**src/common/aes_block_pkg.sv**
```systemverilog
`default_nettype none

package aes_block_pkg;

        // ========================================================================
        // Stream word and AES block geometry
        // ========================================================================

        // One AXI stream beat
        localparam int WORD_BITS = 32;

        // AES state is four columns of one word each
        localparam int WORDS_PER_BLOCK = 4;

        localparam int BLOCK_BITS = WORD_BITS * WORDS_PER_BLOCK;

        // Width of the word position counter inside a block
        localparam int WORD_IDX_BITS = $clog2(WORDS_PER_BLOCK);

        typedef logic [WORD_BITS-1:0] word_t;

        // First word of a block sits in the top bits
        typedef logic [BLOCK_BITS-1:0] block_t;

        typedef logic [WORD_IDX_BITS-1:0] word_idx_t;

        // Position of the final word of a block
        localparam word_idx_t LAST_WORD_IDX = word_idx_t'(WORDS_PER_BLOCK - 1);

        // Bits kept when a packed block shifts by one word
        localparam int KEEP_BITS = BLOCK_BITS - WORD_BITS;

endpackage

`default_nettype wire

```
**src/common/aes_cmd_pkg.sv**
```systemverilog
`default_nettype none

package aes_cmd_pkg;

        // Opcode lives in the low byte of the command word
        localparam int OP_BITS = 8;

        typedef enum logic [OP_BITS-1:0] {
                OP_PASS    = 8'h00,
                OP_ADD_KEY = 8'h01,
                OP_SET_KEY = 8'h02
        } cmd_op_e;

        // Input frame parser
        typedef enum logic [1:0] {
                GET_CMD,
                GET_PAYLOAD,
                DISCARD
        } decode_state_e;

        // True only for the bytes listed in cmd_op_e
        function automatic logic op_is_valid(input logic [OP_BITS-1:0] code);
                logic ok;
                case (code)
                OP_PASS, OP_ADD_KEY, OP_SET_KEY: ok = 1'b1;
                default: ok = 1'b0;
                endcase
                return ok;
        endfunction

endpackage

`default_nettype wire

```
**src/source/frame_decode.sv**
```systemverilog
`timescale 1ns/10ps
`default_nettype none

module frame_decode
        import aes_block_pkg::*, aes_cmd_pkg::*;
(
        input  wire logic  s00_axis_aclk,
        input  wire logic  rst,

        input  wire word_t s00_axis_tdata,
        input  wire logic  s00_axis_tvalid,
        input  wire logic  s00_axis_tlast,
        output logic       s00_axis_tready,

        output block_t     dec_block,
        output cmd_op_e    dec_op,
        output logic       dec_last,
        output logic       dec_valid,
        input  wire logic  dec_ready
);

        decode_state_e state;
        cmd_op_e       op_q;
        word_idx_t     word_cnt;
        block_t        pack_q;
        block_t        next_block;
        logic          word_in;
        logic          payload_in;
        logic          block_done;

        // Stall only while a finished block waits on execute
        assign s00_axis_tready = !(dec_valid && !dec_ready);
        assign word_in         = s00_axis_tvalid && s00_axis_tready;
        assign payload_in      = word_in && (state == GET_PAYLOAD);
        assign block_done      = payload_in && (word_cnt == LAST_WORD_IDX);

        // Newest word goes to the bottom, so word 0 ends up on top
        assign next_block = {pack_q[KEEP_BITS-1:0], s00_axis_tdata};

        // ========================================================================
        // Frame parser
        // ========================================================================

        always_ff @(posedge s00_axis_aclk) begin
                if (rst) begin
                        state     <= GET_CMD;
                        op_q      <= OP_PASS;
                        word_cnt  <= '0;
                        dec_valid <= 1'b0;
                end else begin
                        if (dec_valid && dec_ready) begin
                                dec_valid <= 1'b0;
                        end
                        if (block_done) begin
                                dec_valid <= 1'b1;
                        end

                        case (state)
                        GET_CMD: begin
                                // Command with tlast is an empty frame
                                if (word_in && !s00_axis_tlast) begin
                                        word_cnt <= '0;
                                        if (op_is_valid(s00_axis_tdata[OP_BITS-1:0])) begin
                                                op_q  <= cmd_op_e'(s00_axis_tdata[OP_BITS-1:0]);
                                                state <= GET_PAYLOAD;
                                        end else begin
                                                state <= DISCARD;
                                        end
                                end
                        end
                        GET_PAYLOAD: begin
                                if (payload_in) begin
                                        word_cnt <= word_cnt + 1'b1;
                                        // Early tlast drops the partial block
                                        if (s00_axis_tlast) begin
                                                state <= GET_CMD;
                                        end else if (block_done && op_q == OP_SET_KEY) begin
                                                state <= DISCARD;
                                        end
                                end
                        end
                        DISCARD: begin
                                if (word_in && s00_axis_tlast) begin
                                        state <= GET_CMD;
                                end
                        end
                        default: state <= GET_CMD;
                        endcase
                end
        end

        // Packing and the presented block
        always_ff @(posedge s00_axis_aclk) begin
                if (payload_in) begin
                        pack_q <= next_block;
                end
                if (block_done) begin
                        dec_block <= next_block;
                        dec_op    <= op_q;
                        dec_last  <= s00_axis_tlast;
                end
        end

        // ========================================================================
        // Checks
        // ========================================================================

        // Input frames end only on a block boundary
        assert property (@(posedge s00_axis_aclk) disable iff (rst)
                (payload_in && s00_axis_tlast) |-> (word_cnt == LAST_WORD_IDX))
        else $error("frame_decode: tlast on payload word %0d of a block", word_cnt);

        // Offered block is held until execute takes it
        assert property (@(posedge s00_axis_aclk) disable iff (rst)
                (dec_valid && !dec_ready) |=> (dec_valid && $stable(dec_block) && $stable(dec_op)))
        else $error("frame_decode: block changed or dropped before dec_ready");

endmodule

`default_nettype wire

```
**src/source/key_mix_execute.sv**
```systemverilog
`timescale 1ns/10ps
`default_nettype none

module key_mix_execute
        import aes_block_pkg::*, aes_cmd_pkg::*;
(
        input  wire logic    s00_axis_aclk,
        input  wire logic    rst,

        input  wire block_t  dec_block,
        input  wire cmd_op_e dec_op,
        input  wire logic    dec_last,
        input  wire logic    dec_valid,
        output logic         dec_ready,

        output block_t       res_block,
        output logic         res_last,
        output logic         res_valid,
        input  wire logic    res_ready
);

        // Round key is zero until the first SET_KEY
        block_t key_q;
        logic   take;

        // Free to accept unless the output register is stuck
        assign dec_ready = !(res_valid && !res_ready);
        assign take      = dec_valid && dec_ready;

        always_ff @(posedge s00_axis_aclk) begin
                if (rst) begin
                        key_q     <= '0;
                        res_valid <= 1'b0;
                end else begin
                        if (res_valid && res_ready) begin
                                res_valid <= 1'b0;
                        end
                        if (take) begin
                                case (dec_op)
                                OP_SET_KEY: key_q <= dec_block;
                                OP_ADD_KEY: res_valid <= 1'b1;
                                OP_PASS:    res_valid <= 1'b1;
                                default:    res_valid <= 1'b0;
                                endcase
                        end
                end
        end

        // ========================================================================
        // AddRoundKey stage
        // ========================================================================

        always_ff @(posedge s00_axis_aclk) begin
                if (take && dec_op != OP_SET_KEY) begin
                        res_last <= dec_last;
                        case (dec_op)
                        OP_ADD_KEY: res_block <= dec_block ^ key_q;
                        default:    res_block <= dec_block;
                        endcase
                end
        end

        // Result and its data hold while the FIFO is full
        assert property (@(posedge s00_axis_aclk) disable iff (rst)
                (res_valid && !res_ready)
                        |=> (res_valid && $stable(res_block) && $stable(res_last)))
        else $error("key_mix_execute: result dropped or changed before res_ready");

endmodule

`default_nettype wire

```
**src/source/result_stream.sv**
```systemverilog
`timescale 1ns/10ps
`default_nettype none

module result_stream
        import aes_block_pkg::*;
#(
        // Power of two of 2 or more
        parameter int OUT_FIFO_DEPTH = 4
)
(
        input  wire logic   s00_axis_aclk,
        input  wire logic   rst,

        input  wire block_t res_block,
        input  wire logic   res_last,
        input  wire logic   res_valid,
        output logic        res_ready,

        output word_t       m00_axis_tdata,
        output logic        m00_axis_tvalid,
        output logic        m00_axis_tlast,
        input  wire logic   m00_axis_tready
);

        localparam int PTR_BITS = $clog2(OUT_FIFO_DEPTH);

        // ========================================================================
        // Block FIFO
        // ========================================================================

        block_t              fifo_block [0:OUT_FIFO_DEPTH-1];
        logic                fifo_last  [0:OUT_FIFO_DEPTH-1];
        logic [PTR_BITS-1:0] wr_ptr;
        logic [PTR_BITS-1:0] rd_ptr;
        logic [PTR_BITS:0]   count;
        logic                full;
        logic                empty;
        logic                wr;
        logic                rd;

        // Unpacker
        block_t              out_block;
        logic                out_last;
        word_idx_t           word_idx;
        logic                word_done;
        logic                block_sent;

        assign full  = (count == (PTR_BITS+1)'(OUT_FIFO_DEPTH));
        assign empty = (count == '0);

        assign res_ready = !full;
        assign wr        = res_valid && res_ready;

        assign word_done  = m00_axis_tvalid && m00_axis_tready;
        assign block_sent = word_done && (word_idx == LAST_WORD_IDX);

        // Pull the next block when idle or on the last word of the current one
        assign rd = !empty && (!m00_axis_tvalid || block_sent);

        // Top word of the shift register is always the one on the bus
        assign m00_axis_tdata = out_block[BLOCK_BITS-1 -: WORD_BITS];
        assign m00_axis_tlast = out_last && (word_idx == LAST_WORD_IDX);

        always_ff @(posedge s00_axis_aclk) begin
                if (rst) begin
                        wr_ptr          <= '0;
                        rd_ptr          <= '0;
                        count           <= '0;
                        m00_axis_tvalid <= 1'b0;
                        word_idx        <= '0;
                end else begin
                        if (wr) begin
                                wr_ptr <= wr_ptr + 1'b1;
                        end
                        if (rd) begin
                                rd_ptr <= rd_ptr + 1'b1;
                        end
                        count <= count + (PTR_BITS+1)'(wr) - (PTR_BITS+1)'(rd);

                        if (rd) begin
                                m00_axis_tvalid <= 1'b1;
                                word_idx        <= '0;
                        end else if (word_done) begin
                                word_idx <= word_idx + 1'b1;
                                if (block_sent) begin
                                        m00_axis_tvalid <= 1'b0;
                                end
                        end
                end
        end

        always_ff @(posedge s00_axis_aclk) begin
                if (wr) begin
                        fifo_block[wr_ptr] <= res_block;
                        fifo_last[wr_ptr]  <= res_last;
                end
                if (rd) begin
                        out_block <= fifo_block[rd_ptr];
                        out_last  <= fifo_last[rd_ptr];
                end else if (word_done) begin
                        out_block <= out_block << WORD_BITS;
                end
        end

        // Slot under the write pointer must not hold an unread block
        assert property (@(posedge s00_axis_aclk) disable iff (rst)
                wr |-> !((wr_ptr == rd_ptr) && !empty))
        else $error("result_stream: block written into a full FIFO");

endmodule

`default_nettype wire

```
**src/source/aes_stream_top.sv**
```systemverilog
`timescale 1ns/10ps
`default_nettype none

module aes_stream_top
        import aes_block_pkg::*, aes_cmd_pkg::*;
#(
        // Blocks buffered ahead of the word unpacker
        parameter int OUT_FIFO_DEPTH = 4
)
(
        input  wire logic  s00_axis_aclk,
        input  wire logic  rst,

        input  wire word_t s00_axis_tdata,
        input  wire logic  s00_axis_tvalid,
        input  wire logic  s00_axis_tlast,
        output logic       s00_axis_tready,

        output word_t      m00_axis_tdata,
        output logic       m00_axis_tvalid,
        output logic       m00_axis_tlast,
        input  wire logic  m00_axis_tready
);

        // Decode to execute
        block_t  dec_block;
        cmd_op_e dec_op;
        logic    dec_last;
        logic    dec_valid;
        logic    dec_ready;

        // Execute to result
        block_t  res_block;
        logic    res_last;
        logic    res_valid;
        logic    res_ready;

        frame_decode u_decode (
                .s00_axis_aclk   (s00_axis_aclk),
                .rst             (rst),
                .s00_axis_tdata  (s00_axis_tdata),
                .s00_axis_tvalid (s00_axis_tvalid),
                .s00_axis_tlast  (s00_axis_tlast),
                .s00_axis_tready (s00_axis_tready),
                .dec_block       (dec_block),
                .dec_op          (dec_op),
                .dec_last        (dec_last),
                .dec_valid       (dec_valid),
                .dec_ready       (dec_ready)
        );

        key_mix_execute u_execute (
                .s00_axis_aclk (s00_axis_aclk),
                .rst           (rst),
                .dec_block     (dec_block),
                .dec_op        (dec_op),
                .dec_last      (dec_last),
                .dec_valid     (dec_valid),
                .dec_ready     (dec_ready),
                .res_block     (res_block),
                .res_last      (res_last),
                .res_valid     (res_valid),
                .res_ready     (res_ready)
        );

        result_stream #(
                .OUT_FIFO_DEPTH (OUT_FIFO_DEPTH)
        ) u_result (
                .s00_axis_aclk   (s00_axis_aclk),
                .rst             (rst),
                .res_block       (res_block),
                .res_last        (res_last),
                .res_valid       (res_valid),
                .res_ready       (res_ready),
                .m00_axis_tdata  (m00_axis_tdata),
                .m00_axis_tvalid (m00_axis_tvalid),
                .m00_axis_tlast  (m00_axis_tlast),
                .m00_axis_tready (m00_axis_tready)
        );

endmodule

`default_nettype wire

```
**config.mk**
```make
export PLATFORM = sky130hd
export DESIGN_NAME = aes_stream_top
export DESIGN_NICKNAME = d
export VERILOG_FILES = /design/src/common/aes_block_pkg.sv /design/src/common/aes_cmd_pkg.sv /design/src/source/frame_decode.sv /design/src/source/key_mix_execute.sv /design/src/source/result_stream.sv /design/src/source/aes_stream_top.sv
export SDC_FILE = /design/constraint.sdc
export NUM_CORES = 1
export LEC_CHECK = 0
export ABC_AREA = 0
export BUFFER_PORTS_ARGS = -buffer_cell sky130_fd_sc_hd__buf_2
export CORE_ASPECT_RATIO = 1.1
export CORE_MARGIN = 5
export CORE_UTILIZATION = 25
export DETAILED_ROUTE_END_ITERATION = 6
export SLEW_MARGIN = 40
export SYNTH_ARGS = -nofsm -noshare
export SYNTH_HDL_FRONTEND = slang
export SYNTH_SLANG_ARGS = --single-unit
```
**constraint.sdc**
```tcl
create_clock -name s00_axis_aclk -period 17.1 [get_ports s00_axis_aclk]
set_clock_uncertainty 0.15 [all_clocks]
set_input_delay 0.855 -clock s00_axis_aclk [delete_from_list [all_inputs] [get_ports s00_axis_aclk]]
set_output_delay 0.855 -clock s00_axis_aclk [all_outputs]
set_load 0.01 [all_outputs]
```
; Yosys cells after proc, flatten, opt, wreduce, memory -nomap -nowiden
; Memory sizes are Yosys's and may differ from the RTL's. A register that Yosys moved wholly into a read port is not among the register bits.
; Index checks and enable logic that the tools add are counted.
; W data, S select, Z words.
[classes]
addsub = 6
div_mod_pow = 0
shift = 0
multipliers = 0
order_cmp = 0
bitwise = 1
reduce_logical = 38
muxes = 29
eq_ne = 15
[op_table]
columns = operator, count
row1 = $mux W128, 3
row2 = $xor A128 B128 Y128, 1
row3 = $eq A8 B2 Y1 const B, 3
row4 = $mux W2, 10
row5 = $eq A8 B1 Y1 const B, 2
row6 = $logic_not A8 Y1, 2
row7 = $logic_and A1 B1 Y1, 15
row8 = $mux W1, 13
row9 = $add A2 B1 Y2 const B, 4
row10 = $ne A8 B2 Y1 const B, 1
row11 = $reduce_bool A2 Y1, 4
row12 = $eq A2 B2 Y1 const B, 3
row13 = $logic_not A1 Y1, 6
row14 = $ne A2 B1 Y1 const B, 3
row15 = $pmux W2 S3, 1
row16 = $reduce_and A3 Y1, 2
row17 = $pmux W2 S2, 1
row18 = $reduce_and A2 Y1, 2
row19 = $reduce_and A4 Y1, 1
row20 = $reduce_or A2 Y1, 2
row21 = $add A3 B1 Y3, 1
row22 = $eq A3 B3 Y1 const B, 1
row23 = $logic_not A3 Y1, 1
row24 = $ne A3 B3 Y1 const B, 1
row25 = other kinds (6), 6
[word_totals]
romBits = 0
elab_cells = 109
input_bits = 37
mem_bits_rw = 516
latch_bits = 0
output_inout_bits = 35
mem_count = 2
register_bits = 642
[mem_list]
columns = memory, words, word_bits, rd, rd_ports_with_merged_regs, write_ports, line
row1 = u_result.fifo_block, 4, 128, 1, 1, 1, result_stream.sv:31  ; block_t fifo_block [0:OUT_FIFO_DEPTH-1];
row2 = u_result.fifo_last, 4, 1, 1, 1, 1, result_stream.sv:32  ; logic fifo_last [0:OUT_FIFO_DEPTH-1];

; Longest topological paths before layout
[logic_depth]
ltp_word = 12
depth_mapped = 12
ltp_nobuf = 10

; Cells and area by module
; A second synthesis with hierarchy kept.
[unflattened]
hier_cells = 2317
area_unflattened_um2 = 43868.3
[by_module_without_submodules]
columns = mod, cells_each, n_inst, area_each_um2, seq_area_each_um2
row1 = result_stream, 1045, 1, 24723.7, 19608.8
row2 = key_mix_execute, 979, 1, 11582.4, 6456.2
row3 = frame_decode, 293, 1, 7562.3, 7257.0

; Least setup slack after synthesis
; Ideal clock, no wire load.
[synth_path]
path_kind = input to register
start = input s00_axis_tvalid
end = register u_decode.dec_block[0] (enable)
t_required_ns = 16.466
setup_ns = 0.484
slack_ns = 4.950
cell_stages = 4
path_buffers = 0
t_arrival_ns = 11.516
path_cell_list = inv_1 > a211oi_1 > nand2_1 > inv_1
[synth_between]
elab_chain_len = 3
[synth_rtl]
columns = item, line
row1 = start: declaration, aes_stream_top.sv:15  ; input wire logic s00_axis_tvalid,
row2 = $logic_and A1 B1 Y1, frame_decode.sv:33  ; assign word_in = s00_axis_tvalid && s00_axis_tready;
row3 = $logic_and A1 B1 Y1, frame_decode.sv:34  ; assign payload_in = word_in && (state == GET_PAYLOAD);
row4 = net u_decode.payload_in, frame_decode.sv:28  ; logic payload_in;
row5 = $logic_and A1 B1 Y1, frame_decode.sv:35  ; assign block_done = payload_in && (word_cnt == LAST_WORD_IDX);
row6 = net u_decode.block_done, frame_decode.sv:29  ; logic block_done;
row7 = end signal: assignment, frame_decode.sv:98  ; dec_block <= next_block;
row8 = end: declaration, frame_decode.sv:15  ; output block_t dec_block,
; The timed path passes the listed nets, and every way through them passes these cells.
; A chain may end at the register's enable or synchronous reset.

; Final worst setup path
[layout_path]
start = register u_result.word_idx[0]
end = register u_result.count[2]
[layout_between]
elab_chain_len = 5
[layout_rtl]
columns = item, line
row1 = start: declaration, result_stream.sv:44  ; word_idx_t word_idx;
row2 = start signal: assignment, result_stream.sv:84  ; word_idx <= word_idx + 1'b1;
row3 = $eq A2 B2 Y1, result_stream.sv:55  ; assign block_sent = word_done && (word_idx == LAST_WORD_IDX);
row4 = $logic_and A1 B1 Y1, result_stream.sv:55
row5 = $logic_or A1 B1 Y1, result_stream.sv:58  ; assign rd = !empty && (!m00_axis_tvalid || block_sent);
row6 = $logic_and A1 B1 Y1, result_stream.sv:58
row7 = $sub A3 B1 Y3, result_stream.sv:78  ; count <= count + (PTR_BITS+1)'(wr) - (PTR_BITS+1)'(rd);
row8 = end signal: assignment, result_stream.sv:78
row9 = end: declaration, result_stream.sv:35  ; logic [PTR_BITS:0] count;
; No other way between the ends.

==> results.sh <==
export IMPL_clockBufferDepth=3
export IMPL_cts_made_buffers=99
export IMPL_hold_depth=1
export IMPL_hold_path_class="primary input to flip-flop"
export IMPL_synth_area_um2=42700
export IMPL_dieArea_um2=179000
export IMPL_async_reset_ff_frac=0
export IMPL_fin_nets=2424
export IMPL_rrSetupSlack_ns=13.68
export IMPL_min_period_over_period=0.200
export IMPL_crit_start="u_result.word_idx[0]"
export IMPL_worstSkewPairLatency_ns=0.69
export IMPL_finalCriticalPeriod_ns=3.42
export IMPL_die_w_um=404
export IMPL_slew_headroom=0.441
export IMPL_cts_tree="yes"
export IMPL_rsz0062_at_grt="no"
export IMPL_final_cells=4724
export IMPL_synthFlopType="edfxtp_1"
export IMPL_synth_edff_count=1007
export IMPL_max_slew_worst_pin_slew_ns=0.838
export IMPL_holdBufCountCts=0
export IMPL_drtIter0Drc=1251
export IMPL_stdcell_area_um2=48700
export IMPL_grt_ovfl_total=0
export IMPL_routed_via_density=4.23
export IMPL_setup_viol=0
export IMPL_cp_arrival_ns=3.80
export IMPL_muxShareOfSynthArea=0.0942
export IMPL_cts_sinks=1161
export IMPL_cts_max_level=3
export IMPL_report_final_slew_viol_count=0
export IMPL_synth_adder_area_share=0.00282
export IMPL_synth_cells=2333
export IMPL_synthSimpleGateAreaFrac=0.0393
export IMPL_synth_seq_area_share=0.781
export IMPL_rows=159
export IMPL_cp_required_ns=17.48
export IMPL_clk_pin_slew_worst_paths_ns=0.06
export IMPL_cts_root_buf="clkbuf_16"
export IMPL_yosysUniqueCellTypes=44
export IMPL_yosys_warnings=0
export IMPL_drive_gt1_frac=0.204
export IMPL_start_util=0.251
export IMPL_cap_viol_max_count=0
export IMPL_total_power_uw=6690
export IMPL_ys_ff_latch=1161
export IMPL_pwr_density_cell_nw_per_um2=138
export IMPL_fill_cells=16769
export IMPL_outcome="finished clean"
export IMPL_synth_top_family_by_area="multiplexers"
export IMPL_path_class="flip-flop to flip-flop"
export IMPL_start_kind="flip-flop"
export IMPL_synth_avg_cell_area_um2=18.3
export IMPL_synth_compound_area_frac=0.0333
export IMPL_drt_wirelength_per_cell_um=18.3
export IMPL_rr_worst_depth=11
export IMPL_grt_max_degree=83
export IMPL_syn_num_nets=2379
export IMPL_die_h_um=443
export IMPL_antenna_found_initial=27
export IMPL_end_kind="flip-flop"
export IMPL_multi_input_area_um2=8480
export IMPL_fmax_mhz=292
export IMPL_grt_pass1_vias=20966
export IMPL_dp_cells=4530
export IMPL_grt_total_usage=0.0953
export IMPL_num_vias=20005
export IMPL_core_area_um2=170000
export IMPL_grt_pass1_wl_um=132000
export IMPL_synth_xor_area_frac=0.0275
export IMPL_firstDrtPassIters=5
export IMPL_ant_nets=0
export IMPL_io_pin_count=72
export IMPL_reg2reg_from="u_result.word_idx[0]"
export IMPL_placed_area_um2=45400
export IMPL_post_cts_buffers=0
export IMPL_setup_tns_ns=0
export IMPL_gp_congestion=0.679
export IMPL_hpwl_um=46500
export IMPL_io_buffers=71
export IMPL_hold_violations=0
export IMPL_drc=0
export IMPL_max_vdd_ir_drop_uv=95.6
export IMPL_critPathCapture="u_result.count[2]"
export IMPL_routed_wl_um=86300
export IMPL_critPathMaxFanout=44
export IMPL_ctsResizeCount=0
export IMPL_r2r_end="u_result.count[2]"
export IMPL_area_growth_syn_to_layout_pct=14.1
export IMPL_final_seq_area_um2=33300
export IMPL_power_leakage_uw=0.0146
[worst min-delay path by stage]
stage,from,end,slack [ns]
global placement,u_decode.pack_q[89],u_decode.dec_block[121],0.25
CTS,s00_axis_tdata[12],u_decode.pack_q[12],0.15
global route,s00_axis_tdata[11],u_decode.dec_block[11],0.17
floorplan,u_decode.pack_q[68],u_decode.dec_block[100],0.25
detailed placement,u_decode.pack_q[73],u_decode.dec_block[105],0.25
finish,s00_axis_tdata[31],u_decode.pack_q[31],0.21
[per-stage QoR]
stage          worst slack [ns]  hold slack (ns)   util
2_1_floorplan              4.95            0.250      -
3_3_place_gp              12.83            0.253  0.266
3_5_place_dp              13.22            0.255  0.267
4_1_cts                   13.60            0.149  0.286
5_1_grt                   13.51            0.168  0.286
6_report                  13.68            0.212  0.286
[cell usage after synthesis (5+ instances only)]
| cell | n | area, µm² |
|---|---|---|
| a21oi_1 | 135 | 676 |
| and2_1 | 12 | 75.1 |
| mux2_2 | 97 | 1090 |
| o21ai_1 | 116 | 581 |
| dfxtp_1 | 154 | 3080 |
| buf_1 | 9 | 33.8 |
| clkbuf_1 | 66 | 248 |
| buf_2 | 43 | 215 |
| and3_1 | 33 | 206 |
| buf_4 | 32 | 240 |
| nand3_1 | 132 | 661 |
| xnor2_1 | 132 | 1160 |
| nor2_1 | 13 | 48.8 |
| nor3_1 | 5 | 25.0 |
| buf_6 | 14 | 158 |
| edfxtp_1 | 1007 | 30200 |
| ha_1 | 8 | 100 |
| o21ai_0 | 16 | 80.1 |
| mux4_2 | 129 | 2910 |
| inv_1 | 11 | 41.3 |
| nand2_1 | 136 | 510 |
[critical path, stage by stage (launching register included)]
cell,delay (ns)
dfxtp_1,0.35
ha_1,0.22
a21bo_2,0.14
buf_4,0.39
and2_4,0.72
ha_1,0.22
inv_1,0.04
ha_1,0.19
fa_1,0.41
xnor2_1,0.20
xnor2_1,0.15
nor2_1,0.05
[final cells by class]
class,count,share of cell area
multi-input cells,997,0.174
diodes,9,0.000463
clock buffers,140,0.0578
well taps,2254,0.0579
inverters,11,0.00100
clock inverters,44,0.00802
flip-flops and latches,1161,0.685
repair buffers,108,0.0159
[logic make-up after synthesis]
logic type | after synthesis
compound gates | 277
simple gates | 349
xor+xnor | 134
fa+ha+maj | 9
mux | 228
buf+inv | 175
flops | 1161
[power by group]
part           switching, µW  internal [µW]  total (µW)
clock                    984           1230        2210
combinational            512            487         999
sequential               140           3350        3490
[layout by cell type (no fill, tap or decap), types with 7 or more instances in the layout]
| cell type | n |
|---|---|
| clkinv_1 | 14 |
| nand3_1 | 132 |
| clkinv_2 | 15 |
| buf_6 | 15 |
| and2_1 | 7 |
| clkbuf_8 | 16 |
| ha_1 | 8 |
| mux2_2 | 96 |
| nor2_1 | 11 |
| o21ai_1 | 116 |
| mux4_2 | 129 |
| clkbuf_1 | 24 |
| o21ai_0 | 16 |
| xnor2_1 | 132 |
| nand2_1 | 135 |
| diode_2 | 9 |
| clkbuf_16 | 100 |
| edfxtp_1 | 1007 |
| buf_2 | 70 |
| a21oi_1 | 135 |
| inv_1 | 10 |
| dfxtp_1 | 152 |
| buf_4 | 16 |
| and3_1 | 33 |
[flip-flops by register name, summed over array words and instances, names as in the netlist, 2 cells and up, named ones only]
name,flops
u_result.fifo_last,4
u_execute.res_block,128
u_decode.state,2
u_decode.pack_q,96
u_execute.key_q,128
u_decode.dec_block,128
u_result.word_idx,2
u_decode.op_q,8
u_decode.dec_op,8
u_result.count,3
u_result.out_block,128
u_decode.word_cnt,2
u_result.rd_ptr,2
u_result.fifo_block,512
u_result.wr_ptr,2
[metal layers]
metal	vias up	track usage	part of all wire
met1	10410	0.124	0.44
met3	115	0.0181	0.047
met5	-	0	0.00096
li1	9056	-	-
met2	410	0.163	0.49
met4	14	0.0253	0.018
(Power assumes the default switching activity.)
